`config.mk`:
```
export PLATFORM = sky130hd
export DESIGN_NAME = positDivider
export DESIGN_NICKNAME = d
export VERILOG_FILES = /design/src/hw/positPkg.sv /design/src/hw/positDivider.sv /design/src/hw/positEncode.sv /design/src/hw/positDiv.sv /design/src/hw/positDecode.sv
export SDC_FILE = /design/constraint.sdc
export NUM_CORES = 2
export LEC_CHECK = 0
export BUFFER_PORTS_ARGS = -buffer_cell sky130_fd_sc_hd__buf_2
export CAP_MARGIN = 20
export CORE_MARGIN = 2
export CORE_UTILIZATION = 50
export DETAILED_ROUTE_END_ITERATION = 10
export GPL_TIMING_DRIVEN = 0
export PLACE_DENSITY = 0.65
export SYNTH_ARGS = -nofsm -noshare
export SYNTH_HDL_FRONTEND = slang
export SYNTH_HIERARCHICAL = 1
export SYNTH_SLANG_ARGS = --single-unit
```
`constraint.sdc`:
```
create_clock -name clk -period 317.2 [get_ports clk]
set_input_delay 95.16 -clock clk [delete_from_list [all_inputs] [get_ports clk]]
set_output_delay 95.16 -clock clk [all_outputs]
set_load 0.05 [all_outputs]
```
`src/hw/positPkg.sv`:
```
`default_nettype none
// posit divider shared definitions
// format selection, per-format widths and the packed structs that
// travel from decode to divide to encode

package positPkg;

    // supported formats, es grows with the width
    typedef enum logic [1:0] {
        posit8  = 2'd0,    // es 0
        posit16 = 2'd1,    // es 1
        posit32 = 2'd2     // es 2
    } positFormat;

    localparam int unsigned maxN      = 32;
    localparam int unsigned maxEs     = 2;
    localparam int unsigned maxRs     = 5;                   // log2 of maxN
    localparam int unsigned scaleBits = maxRs + maxEs + 5;   // signed total scale
    localparam int unsigned runBits   = maxRs + 5;           // regime run length

    // N for a format
    function automatic int unsigned positWidth(positFormat fmt);
        case (fmt)
            posit8:  return 8;
            posit32: return 32;
            default: return 16;
        endcase
    endfunction

    // ES for a format
    function automatic int unsigned expBits(positFormat fmt);
        case (fmt)
            posit8:  return 0;
            posit32: return 2;
            default: return 1;
        endcase
    endfunction

    ///////////////////////////////////////////////////////////////////////
    // stage structs, only the low bits of a field are used by small formats
    ///////////////////////////////////////////////////////////////////////

    typedef struct packed {
        logic                    nar;
        logic                    zero;
        logic                    sign;
        logic signed [maxRs:0]   regime;     // signed regime count k
        logic [maxEs-1:0]        exponent;
        logic [maxN-1:0]         mantissa;   // hidden one at bit N-1
    } decodedPosit;

    typedef struct packed {
        logic                        valid;
        logic                        nar;
        logic                        zero;
        logic                        sign;
        logic signed [scaleBits-1:0] totalScale;  // k * 2^es + e
        logic [runBits-1:0]          regimeRun;   // identical regime bits
        logic [maxEs-1:0]            exponent;
        logic [2*maxN-1:0]           mantissa;    // hidden one at 2N-1, sticky at 0
    } quotientFields;

endpackage

`default_nettype wire
```
`src/hw/positDivider.sv`:
```
`timescale 1ns/100ps
`default_nettype none
// pipelined posit divider
// two decoders feed the divide stage, the encode stage follows,
// a quotient leaves two cycles after its operands

module positDivider #(
    parameter positPkg::positFormat pFormat = positPkg::posit16,
    localparam int unsigned N = positPkg::positWidth(pFormat)
) (
    input  logic         clk,
    input  logic         reset,
    input  logic         inValid,
    input  logic [N-1:0] dividend,
    input  logic [N-1:0] divisor,
    output logic [N-1:0] quotient,
    output logic         outValid
);

    positPkg::decodedPosit   numFields;   // decoded dividend
    positPkg::decodedPosit   denFields;   // decoded divisor
    positPkg::quotientFields divFields;   // divide stage register

    positDecode #(.pFormat(pFormat)) numDecode (
        .posit  (dividend),
        .fields (numFields)
    );

    positDecode #(.pFormat(pFormat)) denDecode (
        .posit  (divisor),
        .fields (denFields)
    );

    // cycle 1
    positDiv #(.pFormat(pFormat)) divStage (
        .clk         (clk),
        .reset       (reset),
        .inValid     (inValid),
        .numerator   (numFields),
        .denominator (denFields),
        .result      (divFields)
    );

    // cycle 2
    positEncode #(.pFormat(pFormat)) encStage (
        .clk      (clk),
        .reset    (reset),
        .fields   (divFields),
        .quotient (quotient),
        .outValid (outValid)
    );

endmodule

`default_nettype wire

```
`src/hw/positEncode.sv`:
```
`timescale 1ns/100ps
`default_nettype none
// posit encode stage
// packs regime, exponent and fraction, rounds to nearest even with
// saturation at minpos and maxpos, applies sign and special patterns

module positEncode #(
    parameter positPkg::positFormat pFormat = positPkg::posit16,
    localparam int unsigned N  = positPkg::positWidth(pFormat),
    localparam int unsigned ES = positPkg::expBits(pFormat)
) (
    input  logic                    clk,
    input  logic                    reset,
    input  positPkg::quotientFields fields,
    output logic [N-1:0]            quotient,
    output logic                    outValid
);

    localparam int unsigned SB = positPkg::scaleBits;
    localparam int unsigned RB = positPkg::runBits;
    localparam int unsigned FW = 2 * N - 1;        // fraction incl sticky
    localparam int unsigned TW = N + ES + FW;      // room to shift the run in

    logic           scaleNeg;     // negative scale, regime of zeros
    logic           saturate;
    logic [RB-1:0]  shiftAmt;
    logic [FW-1:0]  fracBits;
    logic [TW-1:0]  unshifted;
    logic [TW-1:0]  fillMask;
    logic [TW-1:0]  assembled;
    logic [N-2:0]   kept;
    logic           guardBit;
    logic           roundBit;
    logic           stickyBit;
    logic           roundUp;
    logic [N-2:0]   body;
    logic [N-1:0]   magnitude;
    logic [N-1:0]   encoded;

    assign scaleNeg = fields.totalScale[SB-1];
    assign fracBits = fields.mantissa[FW-1:0];   // hidden one dropped

    // run of N-1 or more leaves no room, pin to maxpos or minpos
    assign saturate = (fields.regimeRun >= RB'(N - 1));
    assign shiftAmt = saturate ? RB'(N - 1) : fields.regimeRun;

    ///////////////////////////////////////////////////////////////////////
    // field assembly
    ///////////////////////////////////////////////////////////////////////

    // terminator on top, then es bits, then fraction, then shift room
    assign unshifted = (TW'(scaleNeg) << (TW - 1))
                     | (TW'(fields.exponent) << (TW - 1 - ES))
                     | (TW'(fracBits) << (N - 1));

    // positive regimes shift in ones, negative ones shift in zeros
    assign fillMask  = scaleNeg ? '0 : ~({TW{1'b1}} >> shiftAmt);
    assign assembled = (unshifted >> shiftAmt) | fillMask;

    ///////////////////////////////////////////////////////////////////////
    // round to nearest even
    ///////////////////////////////////////////////////////////////////////

    assign kept      = assembled[TW-1 -: N-1];
    assign guardBit  = assembled[TW-N+1];        // last kept bit, breaks ties
    assign roundBit  = assembled[TW-N];          // first dropped bit
    assign stickyBit = |assembled[TW-N-1:0];
    assign roundUp   = roundBit & (guardBit | stickyBit);

    always_comb begin
        if (saturate) begin
            body = scaleNeg ? {{(N-2){1'b0}}, 1'b1} : '1;   // minpos or maxpos
        end else begin
            body = kept + (N-1)'(roundUp);   // never carries into the sign
        end
    end

    assign magnitude = {1'b0, body};

    always_comb begin
        if (fields.nar) begin
            encoded = {1'b1, {(N-1){1'b0}}};
        end else if (fields.zero) begin
            encoded = '0;
        end else if (fields.sign) begin
            encoded = -magnitude;   // negative posits are two's complement
        end else begin
            encoded = magnitude;
        end
    end

    always_ff @(posedge clk) begin
        if (reset) begin
            quotient <= '0;
            outValid <= 1'b0;
        end else begin
            quotient <= encoded;
            outValid <= fields.valid;
        end
    end

endmodule

`default_nettype wire

```
`src/hw/positDiv.sv`:
```
`timescale 1ns/100ps
`default_nettype none
// posit divide stage
// divides the mantissas, subtracts the scales, normalises the quotient and
// splits the scale into regime run and exponent, one register stage

module positDiv #(
    parameter positPkg::positFormat pFormat = positPkg::posit16,
    localparam int unsigned N  = positPkg::positWidth(pFormat),
    localparam int unsigned ES = positPkg::expBits(pFormat),
    localparam int unsigned RS = $clog2(N)
) (
    input  logic                    clk,
    input  logic                    reset,
    input  logic                    inValid,
    input  positPkg::decodedPosit   numerator,
    input  positPkg::decodedPosit   denominator,
    output positPkg::quotientFields result
);

    localparam int unsigned SB = positPkg::scaleBits;
    localparam int unsigned RB = positPkg::runBits;
    localparam int unsigned EB = positPkg::maxEs;
    localparam int unsigned MB = 2 * positPkg::maxN;
    localparam int unsigned QB = 2 * N + 1;               // quotient needs 2N+1 bits
    localparam logic [EB-1:0] expMask = EB'((1 << ES) - 1);

    logic [N-1:0]           mantA;
    logic [N-1:0]           mantB;
    logic [3*N-1:0]         dividendWide;
    logic [3*N-1:0]         divisorWide;
    logic [QB-1:0]          rawQuot;
    logic [N-1:0]           remainder;
    logic [2*N-1:0]         normMant;
    logic                   underflow;    // quotient below one
    logic signed [RS+1:0]   regimeDiff;
    logic signed [SB-1:0]   scaleRegime;
    logic signed [SB-1:0]   expA;
    logic signed [SB-1:0]   expB;
    logic signed [SB-1:0]   scale;
    logic [SB-1:0]          scaleMag;
    logic [SB-1:0]          regimeMag;
    logic [RB-1:0]          runLength;
    positPkg::quotientFields stageNext;

    ///////////////////////////////////////////////////////////////////////
    // mantissa division
    ///////////////////////////////////////////////////////////////////////

    assign mantA        = numerator.mantissa[N-1:0];
    assign mantB        = denominator.mantissa[N-1:0];
    assign dividendWide = {mantA, {(2*N){1'b0}}};   // widen by 2N bits
    assign divisorWide  = {{(2*N){1'b0}}, mantB};
    assign rawQuot      = QB'(dividendWide / divisorWide);
    assign remainder    = N'(dividendWide % divisorWide);

    // ratio lies in (0.5, 2), leading one sits at bit 2N or 2N-1
    always_comb begin
        if (rawQuot[2*N]) begin
            normMant  = {rawQuot[2*N:2], |{rawQuot[1:0], remainder}};
            underflow = 1'b0;
        end else begin
            // one position lower, same as a left shift by one
            normMant  = {rawQuot[2*N-1:1], |{rawQuot[0], remainder}};
            underflow = 1'b1;
        end
    end

    ///////////////////////////////////////////////////////////////////////
    // scale, regime run and exponent
    ///////////////////////////////////////////////////////////////////////

    assign regimeDiff  = $signed(numerator.regime[RS:0]) - $signed(denominator.regime[RS:0]);
    assign scaleRegime = {{(SB-RS-2){regimeDiff[RS+1]}}, regimeDiff};
    assign expA        = {{(SB-EB){1'b0}}, numerator.exponent};
    assign expB        = {{(SB-EB){1'b0}}, denominator.exponent};
    assign scale       = (scaleRegime <<< ES) + expA - expB
                         - $signed({{(SB-1){1'b0}}, underflow});

    assign scaleMag  = scale[SB-1] ? -scale : scale;
    assign regimeMag = scaleMag >> ES;

    always_comb begin
        if (!scale[SB-1]) begin
            runLength = RB'(regimeMag) + 1'b1;   // k + 1 ones
        end else begin
            // ceiling of |scale| / 2^es zeros
            runLength = RB'(regimeMag) + RB'(|(scaleMag[EB-1:0] & expMask));
        end
    end

    always_comb begin
        stageNext            = '0;
        stageNext.valid      = inValid;
        stageNext.nar        = numerator.nar | denominator.nar | denominator.zero;
        stageNext.zero       = !stageNext.nar && numerator.zero;
        stageNext.sign       = numerator.sign ^ denominator.sign;
        stageNext.totalScale = scale;
        stageNext.regimeRun  = runLength;
        stageNext.exponent   = scale[EB-1:0] & expMask;   // low bits, floor mod 2^es
        stageNext.mantissa   = MB'(normMant);
    end

    always_ff @(posedge clk) begin
        if (reset) begin
            result <= '0;
        end else begin
            result <= stageNext;
        end
    end

endmodule

`default_nettype wire

```
`src/hw/positDecode.sv`:
```
`timescale 1ns/100ps
`default_nettype none
// posit field decoder
// splits one posit into sign, regime count, exponent and a left aligned
// mantissa with the hidden one, flags NaR and zero, purely combinational

module positDecode #(
    parameter positPkg::positFormat pFormat = positPkg::posit16,
    localparam int unsigned N  = positPkg::positWidth(pFormat),
    localparam int unsigned ES = positPkg::expBits(pFormat)
) (
    input  logic [N-1:0]          posit,
    output positPkg::decodedPosit fields
);

    localparam int unsigned EB = positPkg::maxEs;
    localparam int unsigned KB = positPkg::maxRs + 1;   // regime count width
    localparam int unsigned MB = positPkg::maxN;

    logic [N-1:0]          magnitude;   // two's complement of negative posits
    logic [N-2:0]          body;        // everything after the sign
    logic [N-2:0]          tail;        // regime and terminator stripped
    logic [N-2:0]          fracBits;    // fraction, left aligned
    logic [EB-1:0]         expWide;
    logic [KB-1:0]         runLength;
    logic signed [KB-1:0]  regimeK;

    assign magnitude = posit[N-1] ? -posit : posit;
    assign body      = magnitude[N-2:0];

    ///////////////////////////////////////////////////////////////////////
    // regime run
    ///////////////////////////////////////////////////////////////////////

    // priority loop, stops at the first bit that differs from the lead bit
    always_comb begin
        logic runDone;
        runDone   = 1'b0;
        runLength = '0;
        for (int i = N - 2; i >= 0; i--) begin
            if (!runDone && (body[i] == body[N-2])) begin
                runLength = runLength + 1'b1;
            end else begin
                runDone = 1'b1;
            end
        end
    end

    // ones give k = run - 1, zeros give k = -run
    assign regimeK = body[N-2] ? $signed(runLength - 1'b1) : -$signed(runLength);

    // drop regime plus terminator, short words shift in zeros
    assign tail = body << (runLength + 1'b1);

    ///////////////////////////////////////////////////////////////////////
    // exponent and fraction
    ///////////////////////////////////////////////////////////////////////

    assign expWide  = tail[N-2 -: EB];   // top bits, only ES of them are real
    assign fracBits = tail << ES;        // missing bits read as zero

    always_comb begin
        fields          = '0;
        fields.nar      = (posit == {1'b1, {(N-1){1'b0}}});
        fields.zero     = (posit == '0);
        fields.sign     = posit[N-1];
        fields.regime   = regimeK;
        fields.exponent = expWide >> (EB - ES);   // right align the es bits
        // hidden one on top of the used width
        fields.mantissa = MB'({1'b1, fracBits});
    end

endmodule

`default_nettype wire

```
==> flow_metrics.env <==
export IMPL_status="finished clean"
export IMPL_critPathRequiredTime_ns=317.24
export IMPL_cts_max_level=3
export IMPL_yosys_warnings=6
export IMPL_clockBufferDepth=2
export IMPL_post_cts_buffers=0
export IMPL_placed_cells=11900
export IMPL_min_period_over_period=0.880
export IMPL_endpoint="divStage/result[0]"
export IMPL_max_freq_mhz=3.58
export IMPL_final_util=0.524
export IMPL_die_area_um2=141000
export IMPL_numPortBuffers=40
export IMPL_r2r_slack_ns=311.61
export IMPL_antenna_found_initial=5
export IMPL_instances_no_fill=11900
export IMPL_grt_pass1_vias=74200
export IMPL_initial_core_util=0.503
export IMPL_wirelength_um=257000
export IMPL_firstDrtPassIters=6
export IMPL_finalSetupTns_ns=0
export IMPL_slowest_stage="a221oi_1"
export IMPL_end_kind="flop"
export IMPL_tightest_slew_ns=1.27
export IMPL_worst_slack_ns=38.10
export IMPL_slowest_delay_ns=1.01
export IMPL_grt_setup_unrepaired="false"
export IMPL_layout_min_cycle_time_ns=279.10
export IMPL_final_nets=10800
export IMPL_grt_overflow=0
export IMPL_critPathArrivalTime_ns=279.14
export IMPL_cts_buffers=9
export IMPL_crit_top_cell="o21a_1"
export IMPL_drive_gt1_frac=0.0695
export IMPL_grt_first_pass_wirelength_um=403000
export IMPL_path_class="in2reg"
export IMPL_final_antenna_net_count=0
export IMPL_clk_latency_ns=0.35
export IMPL_ctsResizeCount=0
export IMPL_io_pins=52
export IMPL_syn_inst=10000
export IMPL_wl_per_cell_um=21.6
export IMPL_grt_util_all_layers=0.344
export IMPL_cp_start_kind="input pin"
export IMPL_slew_headroom=0.154
export IMPL_hp_class="reg2reg"
export IMPL_reg2reg_depth=17
export IMPL_dp_hpwl_um=205000
export IMPL_clockRootBuffer="clkbuf_16"
export IMPL_n_fill_cell=13900
export IMPL_multi_input_area_um2=64700
export IMPL_drv_cap=0
export IMPL_syn_cell_area_um2=69000
export IMPL_area_sequential_um2=1280
export IMPL_clk_pin_slew_ns=0.06
export IMPL_drc=0
export IMPL_place_ws_ns=42.87
export IMPL_coreArea_um2=137000
export IMPL_gp_congestion=0.982
export IMPL_first_iter_violations=7306
export IMPL_skew_ns=0.0122
export IMPL_slew_viol_final=0
export IMPL_grt_max_degree=48
export IMPL_num_rows=136
export IMPL_fp_dieH_um=375
export IMPL_synth_area_per_cell_um2=6.87
export IMPL_clock_sinks=64
export IMPL_crit_path_start="dividend[0]"
export IMPL_finalSetupViolations=0
export IMPL_ctsHoldBuffers=0
export IMPL_vias=80100
export IMPL_vias_per_cell=6.73
export IMPL_worstPathMaxFanout=10
export IMPL_die_w_um=375
export IMPL_rr_endpoint="encStage/quotient[12]"
export IMPL_finalHoldViolCount=0
export IMPL_synthToLayoutAreaGrowth_pct=4.25
export IMPL_worstReg2RegStart="divStage/result[71]"
export IMPL_cts_tree="built"
## placed cells by master, fill, tap and decap left out, types with 308 or more instances in the layout
cell and n:
xnor2_1 583, inv_1 308, nor3_1 362, a21o_1 457, nand2_1 732, a21oi_1 783, nand3_1 342, ha_1 662
o21ai_0 436, nor2_1 1031
## worst min-delay path by stage
stage                                    from                end  slack (ns)  cells past startpoint
after floorplan           divStage/result[91]  encStage/outValid        0.41                      1
after global placement    divStage/result[91]  encStage/outValid        0.44                      1
after detailed placement  divStage/result[91]  encStage/outValid        0.44                      1
after CTS                 divStage/result[91]  encStage/outValid        0.45                      1
after global routing      divStage/result[91]  encStage/outValid        0.47                      1
final                     divStage/result[91]  encStage/outValid        0.44                      1
## per-layer routing
layer  routed length [um]  global-route usage
met5                   54                   0
met4                 8230               0.105
met3                17300              0.0336
met2               116000               0.571
met1               116000               0.467
## sequential cells by signal (all words and copies together) (netlist names)
register	flops
encStage/quotient	16
divStage/result	47
encStage/outValid	1
## per-stage QoR
stage / instance area (um^2) / hold WS, ns
3_3_place_gp: 71500 / 0.438
3_5_place_dp: 71600 / 0.439
6_report: 71900 / 0.444
5_1_grt: 71900 / 0.474
4_1_cts: 71900 / 0.451
2_1_floorplan: 69000 / 0.414
## worst max-delay path: cells and delay by family
kind                       cells  cell delay, ns
AOI/OAI and AO/OA            549          109.68
and+or+nand+nor              242           52.71
buffers and inverters        151           46.64
adders and majority gates     54           17.91
muxes                         12            3.12
xor gates and xnor gates       2            0.87
## cell type report
cell class | count | area share
Clock inverter | 7 | 0.00146
Inverter | 328 | 0.0175
Multi-Input combinational cell | 9257 | 0.900
Timing Repair Buffer | 50 | 0.00431
Clock buffer | 9 | 0.00313
Antenna cell | 1 | 0.0000348
Tap cell | 1794 | 0.0312
Buffer | 400 | 0.0250
Sequential cell | 64 | 0.0178
Power is left out: the tool's default activity adds up to more than one toggle a clock period on the data nets, which glitch-free logic cannot reach.
